===== src/verilog/umi_pkg.sv =====
`default_nettype none

package umi_pkg;

   //############################
   // widths and geometry
   //############################

   localparam int ADDR_W    = 32;                 // byte address
   localparam int DATA_W    = 32;                 // one word per packet
   localparam int NUM_BANKS = 4;                  // endpoints behind the router
   localparam int BANK_W    = $clog2(NUM_BANKS);  // bank select bits
   localparam int WORDS     = 16;                 // words per bank
   localparam int WORD_W    = $clog2(WORDS);      // word select bits

   // address slicing, word aligned
   localparam int WORD_LSB  = 2;                  // bits [1:0] are the byte lane
   localparam int BANK_LSB  = WORD_LSB + WORD_W;  // bank sits right above the word

   //############################
   // command codes
   //############################

   localparam logic [6:0] CMD_READ  = 7'h01;      // read request
   localparam logic [6:0] CMD_WRITE = 7'h03;      // posted write
   localparam logic [6:0] CMD_RESP  = 7'h02;      // read response

   //############################
   // field types
   //############################

   typedef logic [ADDR_W-1:0] umi_addr_t;
   typedef logic [DATA_W-1:0] umi_data_t;
   typedef logic [6:0]        umi_cmd_t;
   typedef logic [3:0]        umi_size_t;         // carried, not decoded
   typedef logic [19:0]       umi_opt_t;          // carried, not decoded
   typedef logic [BANK_W-1:0] bank_idx_t;
   typedef logic [WORD_W-1:0] word_idx_t;

   // one packet on any channel, msb first
   typedef struct packed {
      umi_cmd_t  cmd;
      umi_size_t size;
      umi_opt_t  options;
      umi_addr_t dstaddr;     // target byte address
      umi_addr_t srcaddr;     // where a response goes
      umi_data_t data;
   } umi_packet_t;

   // router round robin, remembers who won last
   typedef enum logic {
      LAST_WR,
      LAST_RD
   } arb_state_t;

endpackage

`default_nettype wire


===== src/verilog/umi_req_router.sv =====
`timescale 1ns/1ps
`default_nettype none

module umi_req_router
   (
   input  logic                             clk,
   input  logic                             nreset,
   // posted writes
   input  logic                             wr_valid,
   input  umi_pkg::umi_packet_t             wr_packet,
   output logic                             wr_ready,
   // read requests
   input  logic                             req_valid,
   input  umi_pkg::umi_packet_t             req_packet,
   output logic                             req_ready,
   // toward the banks, packet bus is shared
   output logic [umi_pkg::NUM_BANKS-1:0]    bank_valid,
   output umi_pkg::umi_packet_t             bank_packet,
   input  logic [umi_pkg::NUM_BANKS-1:0]    bank_ready
   );

   import umi_pkg::*;

   arb_state_t  last_grant;     // who won last time
   logic        hold_valid;     // holding register full
   umi_packet_t hold_packet;
   bank_idx_t   hold_bank;      // decoded once, on entry
   logic        hold_take;      // target bank takes it this cycle
   logic        hold_free;      // room for a new packet
   logic        accept_wr;
   logic        accept_rd;
   umi_packet_t next_packet;

   //############################
   // arbitration
   //############################

   assign hold_take = hold_valid & bank_ready[hold_bank];
   assign hold_free = ~hold_valid | hold_take;

   // a channel loses only if the other one is waiting and it is the other's turn
   assign wr_ready = hold_free & (~req_valid | (last_grant == LAST_RD));
   assign req_ready = hold_free & (~wr_valid | (last_grant == LAST_WR));

   assign accept_wr = wr_valid & wr_ready;
   assign accept_rd = req_valid & req_ready;   // never together with accept_wr

   assign next_packet = accept_wr ? wr_packet : req_packet;

   always_ff @(posedge clk or negedge nreset)
   begin
      if (!nreset)
         last_grant <= LAST_RD;                // writes win first
      else if (accept_wr)
         last_grant <= LAST_WR;
      else if (accept_rd)
         last_grant <= LAST_RD;
   end

   //############################
   // holding register
   //############################

   always_ff @(posedge clk or negedge nreset)
   begin
      if (!nreset)
         hold_valid <= 1'b0;
      else if (accept_wr || accept_rd)
         hold_valid <= 1'b1;
      else if (hold_take)
         hold_valid <= 1'b0;
   end

   // payload, loaded on accept only
   always_ff @(posedge clk)
   begin
      if (accept_wr || accept_rd)
      begin
         hold_packet <= next_packet;
         hold_bank   <= next_packet.dstaddr[BANK_LSB +: BANK_W];   // upper bits alias
      end
   end

   //############################
   // bank select
   //############################

   assign bank_packet = hold_packet;

   always_comb
   begin
      for (int b = 0; b < NUM_BANKS; b++)
         bank_valid[b] = hold_valid && (hold_bank == bank_idx_t'(b));
   end

   // only one bank ever sees the packet
   a_bank_onehot : assert property (@(posedge clk) disable iff (!nreset)
      $onehot0(bank_valid));

   // a stalled packet must not change under the bank
   a_hold_stable : assert property (@(posedge clk) disable iff (!nreset)
      hold_valid && !hold_take |=>
         hold_valid && $stable(hold_packet) && $stable(hold_bank));

endmodule

`default_nettype wire


===== src/verilog/umi_endpoint.sv =====
`timescale 1ns/1ps
`default_nettype none

module umi_endpoint
   (
   input  logic                 clk,
   input  logic                 nreset,
   // request from the router
   input  logic                 in_valid,
   input  umi_pkg::umi_packet_t in_packet,
   output logic                 in_ready,
   // read response toward the merger
   output logic                 out_valid,
   output umi_pkg::umi_packet_t out_packet,
   input  logic                 out_ready
   );

   import umi_pkg::*;

   umi_data_t mem [WORDS];      // local word store, starts unknown
   word_idx_t in_word;          // word index from dstaddr
   logic      is_write;
   logic      is_read;
   logic      accept;
   logic      rd_accept;

   //############################
   // decode
   //############################

   assign in_word  = in_packet.dstaddr[WORD_LSB +: WORD_W];   // byte lane ignored
   assign is_write = (in_packet.cmd == CMD_WRITE);
   assign is_read  = (in_packet.cmd == CMD_READ);
   // anything else falls through, taken but no effect

   // ready as long as the response slot is free or draining
   assign in_ready = ~out_valid | out_ready;
   assign accept   = in_valid & in_ready;

   assign rd_accept = accept & is_read;

   //############################
   // memory write
   //############################

   always_ff @(posedge clk)
   begin
      if (accept && is_write)
         mem[in_word] <= in_packet.data;
   end

   //############################
   // response register
   //############################

   always_ff @(posedge clk or negedge nreset)
   begin
      if (!nreset)
         out_valid <= 1'b0;
      else if (rd_accept)
         out_valid <= 1'b1;                    // back to back read reloads it
      else if (out_ready)
         out_valid <= 1'b0;
   end

   // synchronous read straight into the outgoing packet
   always_ff @(posedge clk)
   begin
      if (rd_accept)
      begin
         out_packet.cmd     <= CMD_RESP;
         out_packet.size    <= in_packet.size;        // passed through
         out_packet.options <= in_packet.options;     // passed through
         out_packet.dstaddr <= in_packet.srcaddr;     // reply goes to requester
         out_packet.srcaddr <= '0;
         out_packet.data    <= mem[in_word];
      end
   end

   // response held until the merger takes it
   a_out_stable : assert property (@(posedge clk) disable iff (!nreset)
      out_valid && !out_ready |=> out_valid && $stable(out_packet));

endmodule

`default_nettype wire


===== src/verilog/umi_resp_merge.sv =====
`timescale 1ns/1ps
`default_nettype none

module umi_resp_merge
   (
   input  logic                             clk,
   input  logic                             nreset,
   // one response channel per bank
   input  logic [umi_pkg::NUM_BANKS-1:0]    ep_valid,
   input  umi_pkg::umi_packet_t             ep_packet [umi_pkg::NUM_BANKS],
   output logic [umi_pkg::NUM_BANKS-1:0]    ep_ready,
   // merged output
   output logic                             resp_valid,
   output umi_pkg::umi_packet_t             resp_packet,
   input  logic                             resp_ready
   );

   import umi_pkg::*;

   bank_idx_t ptr;          // highest priority bank this cycle
   bank_idx_t gnt_bank;     // bank routed to the output
   logic      gnt_found;    // some bank is valid

   //############################
   // rotating priority search
   //############################

   always_comb
   begin
      bank_idx_t idx;
      gnt_found = 1'b0;
      gnt_bank  = ptr;
      for (int k = 0; k < NUM_BANKS; k++)
      begin
         idx = ptr + bank_idx_t'(k);            // wraps in BANK_W bits
         if (!gnt_found && ep_valid[idx])
         begin
            gnt_found = 1'b1;
            gnt_bank  = idx;
         end
      end
   end

   //############################
   // output mux and ready
   //############################

   assign resp_valid  = gnt_found;
   assign resp_packet = ep_packet[gnt_bank];

   always_comb
   begin
      for (int b = 0; b < NUM_BANKS; b++)
         ep_ready[b] = gnt_found && resp_ready && (gnt_bank == bank_idx_t'(b));
   end

   // move past the winner only once it has gone out
   always_ff @(posedge clk or negedge nreset)
   begin
      if (!nreset)
         ptr <= '0;
      else if (resp_valid && resp_ready)
         ptr <= bank_idx_t'(gnt_bank + 1'b1);
      else if (resp_valid)
         ptr <= gnt_bank;                      // park on a stalled winner
   end

   // never drain two banks at once
   a_ready_onehot : assert property (@(posedge clk) disable iff (!nreset)
      $onehot0(ep_ready));

   // a stalled output keeps its grant, banks hold their packets meanwhile
   a_grant_held : assert property (@(posedge clk) disable iff (!nreset)
      resp_valid && !resp_ready |=> resp_valid && $stable(gnt_bank));

endmodule

`default_nettype wire


===== src/verilog/umi_mem_top.sv =====
`timescale 1ns/1ps
`default_nettype none

module umi_mem_top
   (
   input  logic                 clk,
   input  logic                 nreset,
   // posted writes
   input  logic                 wr_valid,
   input  umi_pkg::umi_packet_t wr_packet,
   output logic                 wr_ready,
   // read requests
   input  logic                 req_valid,
   input  umi_pkg::umi_packet_t req_packet,
   output logic                 req_ready,
   // read responses
   output logic                 resp_valid,
   output umi_pkg::umi_packet_t resp_packet,
   input  logic                 resp_ready
   );

   import umi_pkg::*;

   // router to banks
   logic [NUM_BANKS-1:0] bank_valid;
   umi_packet_t          bank_packet;   // shared, valid selects
   logic [NUM_BANKS-1:0] bank_ready;

   // banks to merger
   logic [NUM_BANKS-1:0] ep_valid;
   umi_packet_t          ep_packet [NUM_BANKS];
   logic [NUM_BANKS-1:0] ep_ready;

   //############################
   // request side
   //############################

   umi_req_router router0
      (
      .clk         (clk),
      .nreset      (nreset),
      .wr_valid    (wr_valid),
      .wr_packet   (wr_packet),
      .wr_ready    (wr_ready),
      .req_valid   (req_valid),
      .req_packet  (req_packet),
      .req_ready   (req_ready),
      .bank_valid  (bank_valid),
      .bank_packet (bank_packet),
      .bank_ready  (bank_ready)
      );

   //############################
   // banks
   //############################

   for (genvar i = 0; i < NUM_BANKS; i++)
   begin : g_bank
      umi_endpoint ep
         (
         .clk        (clk),
         .nreset     (nreset),
         .in_valid   (bank_valid[i]),
         .in_packet  (bank_packet),
         .in_ready   (bank_ready[i]),
         .out_valid  (ep_valid[i]),
         .out_packet (ep_packet[i]),
         .out_ready  (ep_ready[i])
         );
   end

   //############################
   // response side
   //############################

   umi_resp_merge merge0
      (
      .clk         (clk),
      .nreset      (nreset),
      .ep_valid    (ep_valid),
      .ep_packet   (ep_packet),
      .ep_ready    (ep_ready),
      .resp_valid  (resp_valid),
      .resp_packet (resp_packet),
      .resp_ready  (resp_ready)
      );

endmodule

`default_nettype wire


===== config.mk =====
export PLATFORM = sky130hd
export DESIGN_NAME = umi_mem_top
export DESIGN_NICKNAME = d
export VERILOG_FILES = /design/src/verilog/umi_pkg.sv /design/src/verilog/umi_req_router.sv /design/src/verilog/umi_endpoint.sv /design/src/verilog/umi_resp_merge.sv /design/src/verilog/umi_mem_top.sv
export SDC_FILE = /design/constraint.sdc
export NUM_CORES = 2
export LEC_CHECK = 0
export BUFFER_PORTS_ARGS = -buffer_cell sky130_fd_sc_hd__buf_2
export CAP_MARGIN = 15
export CELL_PAD_IN_SITES_DETAIL_PLACEMENT = 1
export CELL_PAD_IN_SITES_GLOBAL_PLACEMENT = 1
export CORE_ASPECT_RATIO = 1.4
export CORE_MARGIN = 2
export CORE_UTILIZATION = 49
export CTS_CLUSTER_SIZE = 8
export DETAILED_ROUTE_END_ITERATION = 8
export PLACE_DENSITY_LB_ADDON = 0.1
export SLEW_MARGIN = 5
export SYNTH_ARGS = -nofsm -noshare
export SYNTH_HDL_FRONTEND = slang
export SYNTH_SLANG_ARGS = --single-unit

===== constraint.sdc =====
create_clock -name clk -period 8.1 [get_ports clk]
set_input_delay 1.215 -clock clk [delete_from_list [all_inputs] [get_ports clk]]
set_output_delay 1.215 -clock clk [all_outputs]
set_load 0.03 [all_outputs]

* After elaboration in Yosys (flattened, before gate mapping) *
Memories as Yosys holds them, arrays and structs flattened. A register that Yosys moved wholly into a read port is not among the register bits.
Cells that the tools add are included.

word-level totals
  memories kept = 4
  input bits = 259
  register bits after elaboration = 335
  RAM bits = 2048

memory list
  memory            words  width  read ports  clocked after memory_dff  wr ports  line                source
  g_bank[0].ep.mem  16     32     1           1                         1         umi_endpoint.sv:20  umi_data_t mem [WORDS];
  g_bank[1].ep.mem  16     32     1           1                         1         umi_endpoint.sv:20
  g_bank[2].ep.mem  16     32     1           1                         1         umi_endpoint.sv:20
  g_bank[3].ep.mem  16     32     1           1                         1         umi_endpoint.sv:20

cells by class
  order comparisons = 6
  eq/ne operators = 8
  mux-type cells = 43
  reductions and logical operators = 29
  bitwise operators = 29
  add/sub/neg operators = 4

operator list
  kind                                                                          count
  127-bit 2-to-1 mux                                                            3
  127-bit binary-select mux with 2-bit select                                   1
  1-bit 2-to-1 mux                                                              29
  1-bit logical AND                                                             16
  2-bit by 3-bit less-than comparator with 1-bit output, second input constant  5
  2-bit nonzero test                                                            7
  1-bit bitwise AND                                                             13
  1-bit binary-select mux with 2-bit select                                     5
  2-bit 2-to-1 mux                                                              5
  2-bit == test, second input constant                                          4
  1-bit NOT                                                                     8
  7-bit by 1-bit == test with 1-bit output, second input constant               1
  7-bit by 2-bit == test with 1-bit output, second input constant               1
  1-bit OR                                                                      7
  2-bit by 1-bit adder with 2-bit output, second input constant                 2
  2-bit adder, second input constant                                            2
  2-bit by 1-bit == test with 1-bit output, second input constant               2
  2-bit zero test                                                               2
  3-bit greater-or-equal comparator, second input constant                      1
  1-bit zero test                                                               3
  2-bit NOT with 3-bit output                                                   1
  1-bit logical OR                                                              1

* Longest topological paths before layout *
  depth after elaboration = 23
  gate-level depth with buffers = 9
  depth with buffers taken out = 6

* Cells and area by module *
Synthesis repeated with hierarchy kept, for this count alone.

unflattened totals
  cell total of the unflattened synthesis = 4273
  area total of the unflattened synthesis = 98243.0 um^2

modules (own cells, without submodules)
  module                           times used  area each (um^2)  cells each
  umi_endpoint (g_bank[1].ep ...)  3           22297.6           949
  umi_endpoint (g_bank[0].ep)      1           22276.4           948
  umi_req_router                   1           5698.0            291
  umi_resp_merge                   1           3375.7            187

* Worst setup path after synthesis *
Ideal clock, no wire load.

  path kind = in2reg
  from = input port resp_ready
  to = register, netlist name g_bank[3].ep.out_packet[0]
  stages = 2
  arrival = 7.812 ns
  setup time = 0.665 ns
  slack = -0.377 ns
  path buffers = 0
  path through = nand3_1 > a211oi_1

between the ends
  longest elaborated chain between the ends = 5

ends and longest elaborated chain
  what                             line                  source
  from (decl)                      umi_mem_top.sv:19     input logic resp_ready
  1-bit logical AND (2 in series)  umi_resp_merge.sv:54  ep_ready[b] = gnt_found && resp_ready && (gnt_bank == bank_idx_t'(b));
  1-bit OR                         umi_endpoint.sv:37    assign in_ready = ~out_valid | out_ready;
  1-bit bitwise AND                umi_endpoint.sv:38    assign accept = in_valid & in_ready;
  1-bit bitwise AND                umi_endpoint.sv:40    assign rd_accept = accept & is_read;
  net g_bank[3].ep.rd_accept       umi_endpoint.sv:25    logic rd_accept;

The timed path passes the listed nets, and every way through them passes these cells.
A chain may end at the register's enable or synchronous reset.

==> results.json <==
{
  "cts_sinks": 2509,
  "drtIter0Drc": 4740,
  "htree_levels": 5,
  "areaGrowthSynthToFinish_pct": 15.23,
  "vias_per_cell": 6.174,
  "hp-class": "input pin to asynchronous set/reset pin",
  "fillerInstances": 16180,
  "syn_inst": 4127,
  "post_cts_buffers": 0,
  "antenna_found_initial": 14,
  "critPathCaptureType": "output port",
  "ctsHoldBuffers": 0,
  "die_h_um": 527.2,
  "final_layout_size_suffix_gt1_frac": 0.3461,
  "switching_share": 0.2848,
  "wire_per_inst_um": 35.13,
  "p_per_area_mw_per_mm2": 335.5,
  "cp_max_fo": 67,
  "synth.most_common_cell": "edfxtp_1",
  "syn_area_per_cell_um2": 23.22,
  "period_needed_ns": 5.645,
  "synth-seq-area-share": 0.7859,
  "synth_edf_count": 2501,
  "drc": 0,
  "io_pins": 389,
  "regArea_mm2": 0.07530,
  "synth_top_cell_area_share": 0.7838,
  "critical_path_class": "flop to output port",
  "first_global_vias": 48047,
  "drt_pass1_iterations": 5,
  "grt_max_degree": 135,
  "synth_top_flop_cell": "edfxtp_1",
  "leakagePower_uw": 0.03527,
  "syn_area_mm2": 0.09582,
  "drv_cap": 0,
  "clockPowerShare": 0.348,
  "synth_area_leaders": "edfxtp_1 78%, mux4_2 15%, mux2_4 1.4%, nand2_1 0.76%, a211oi_1 0.70%",
  "die-area_mm2": 0.1992,
  "clk_path_buf_depth": 4,
  "multi_input_area_mm2": 0.01985,
  "clkLatencyLatePin_ns": 0.86,
  "gp_congestion": 0.7665,
  "peakVddDrop_mv": 0.2390,
  "arrival_ns": 4.43,
  "vias": 45306,
  "drtAntennaViolNets": 0,
  "ys_types": 45,
  "synth_area_leader_cell": "edfxtp_1",
  "clock_tree.root_cell": "clkbuf_16",
  "cts_buffers": 355,
  "rsz0062_at_grt": "false",
  "worstPathRequired_ns": 6.88,
  "async_flop_share": 0.003189,
  "fin_setup_tns_ns": 0,
  "tightest_slew_ns": 1.137,
  "utilization": 0.5667,
  "grt_pass1_wl_um": 363400,
  "fp-row-count": 192,
  "grt_remaining_overflow": 0,
  "portBuffers": 297,
  "netSwitchingPower_uw": 10550,
  "wl_um": 257800,
  "ys_ff_latch": 2509,
  "ys_warn_count": 0,
  "grtUsageTotal": 0.2608,
  "clk_pin_slew_ns": 0.05,
  "skew_ns": 0.05530,
  "core-area_mm2": 0.1948,
  "die_w_um": 377.7,
  "fin_hold_ws_ns": 0.2791,
  "worstSetupStartpointType": "flop",
  "final_nets": 4951,
  "yosys-top-cells-count": "2,501 x edfxtp_1, 640 x mux4_2, 195 x nand2_1",
  "slew_headroom": 0.2377,
  "max_freq_mhz": 177.1,
  "cts_resized": 0,
  "tritoncts": "built",
  "fin_crit_sh": 0.6969,
  "p_int_uw": 26500,
  "status": "complete, no violations",
  "combPwrFrac": 0.223,
  "dp_hpwl_um": 139900,
  "seqPwrFrac": 0.429,
  "hold_viol_final": 0,
  "slew_violations": 0,
  "setup_viol": 0,
  "start_util": 0.4918
}
-- worst max-delay path, stage by stage, from the launching register on --
cell      delay [ns]
dfrtp_1         0.65
nor3b_1         0.25
o22a_1          0.25
o22a_4          0.47
buf_4           0.42
buf_4           0.70
a211oi_1        0.19
a31oi_1         0.30
buf_2           0.28
-- cell usage in the layout (no fill, tap or decap), types with 3 or more instances in the layout --
cell type,n
mux2_4,90
buf_2,297
a31oi_1,89
o211ai_1,3
nand3_1,7
nor2b_1,11
dfrtp_1,7
clkbuf_16,364
o21ai_0,9
and2_1,86
nor2_1,9
nor2_4,68
inv_1,3
clkbuf_1,7
a211oi_1,88
conb_1,39
buf_12,12
inv_6,8
and2_0,3
mux4_2,640
a21oi_1,6
edfxtp_1,2501
mux2_2,11
buf_4,127
nand2_1,195
-- state kept, by name, summed over array words and instances (netlist names) --
name and count:
g_bank.ep.out_valid 4, router0.hold_bank 2, router0.bank_packet 99, router0.hold_valid 1, merge0.ptr 2, router0.last_grant 1, g_bank.ep.mem 2048, g_bank.ep.out_packet 352
-- layer usage --
layer  wire length (um)  global-route usage
met2             133700              0.4496
met5                  0                   0
met1              99650              0.3448
met4               6452             0.07072
met3              18040             0.04301
-- power by group through the flow --
stage	clock, uW	combinational [uW]	sequential [uW]
after detailed placement	0	8380	16100
final	12900	8250	15900
after CTS	13100	8400	15900
after global routing	13600	8750	15900
after global placement	0	8240	16100
after floorplan	0	4940	16600
-- final cells by class --
type / instances / share of cell area
antenna: 1 / 0.00002266
clock buffer: 371 / 0.08273
clock inverter: 12 / 0.001382
inverter: 5 / 0.0001700
multi-input combinational: 1385 / 0.1797
sequential: 2509 / 0.6820
tap: 2619 / 0.02968
timing repair buffer: 436 / 0.02427
-- final timing paths --
kind | from | end | slack, ns | depth (start not counted)
min in group clk | router0.bank_packet[43] | g_bank[0].ep.out_packet[75] | 0.49 | 0
max | merge0.ptr[1] | resp_packet[82] | 2.45 | 8
min | nreset | merge0.ptr[1] | 0.28 | 1
max in group asynchronous | nreset | router0.last_grant | 7.55 | 1
min reg2reg | router0.bank_packet[43] | g_bank[0].ep.out_packet[75] | 0.49 | 0
max reg2reg | router0.bank_packet[66] | g_bank[1].ep.out_packet[5] | 4.02 | 5
-- kinds of logic after synthesis --
family,Yosys count,synth area share
simple gates,395,0.01884
mux,741,0.1658
other cells,2,0.00007837
flops,2509,0.7859
compound gates,208,0.01495
buf+inv,270,0.01427
xor+xnor,2,0.0001828
-- through the flow --
stage	setup WS, ns	power [uW]	cell area (um^2)	cells
finish	2.455	37050	110400	7338
global route	2.196	38260	110400	7338
CTS	2.360	37420	110400	7337
global placement	3.355	24350	101100	6954
detailed placement	3.218	24520	101100	6954
floorplan	1.130	21520	95970	4164
No activity file was read; power rests on OpenSTA's default activity.
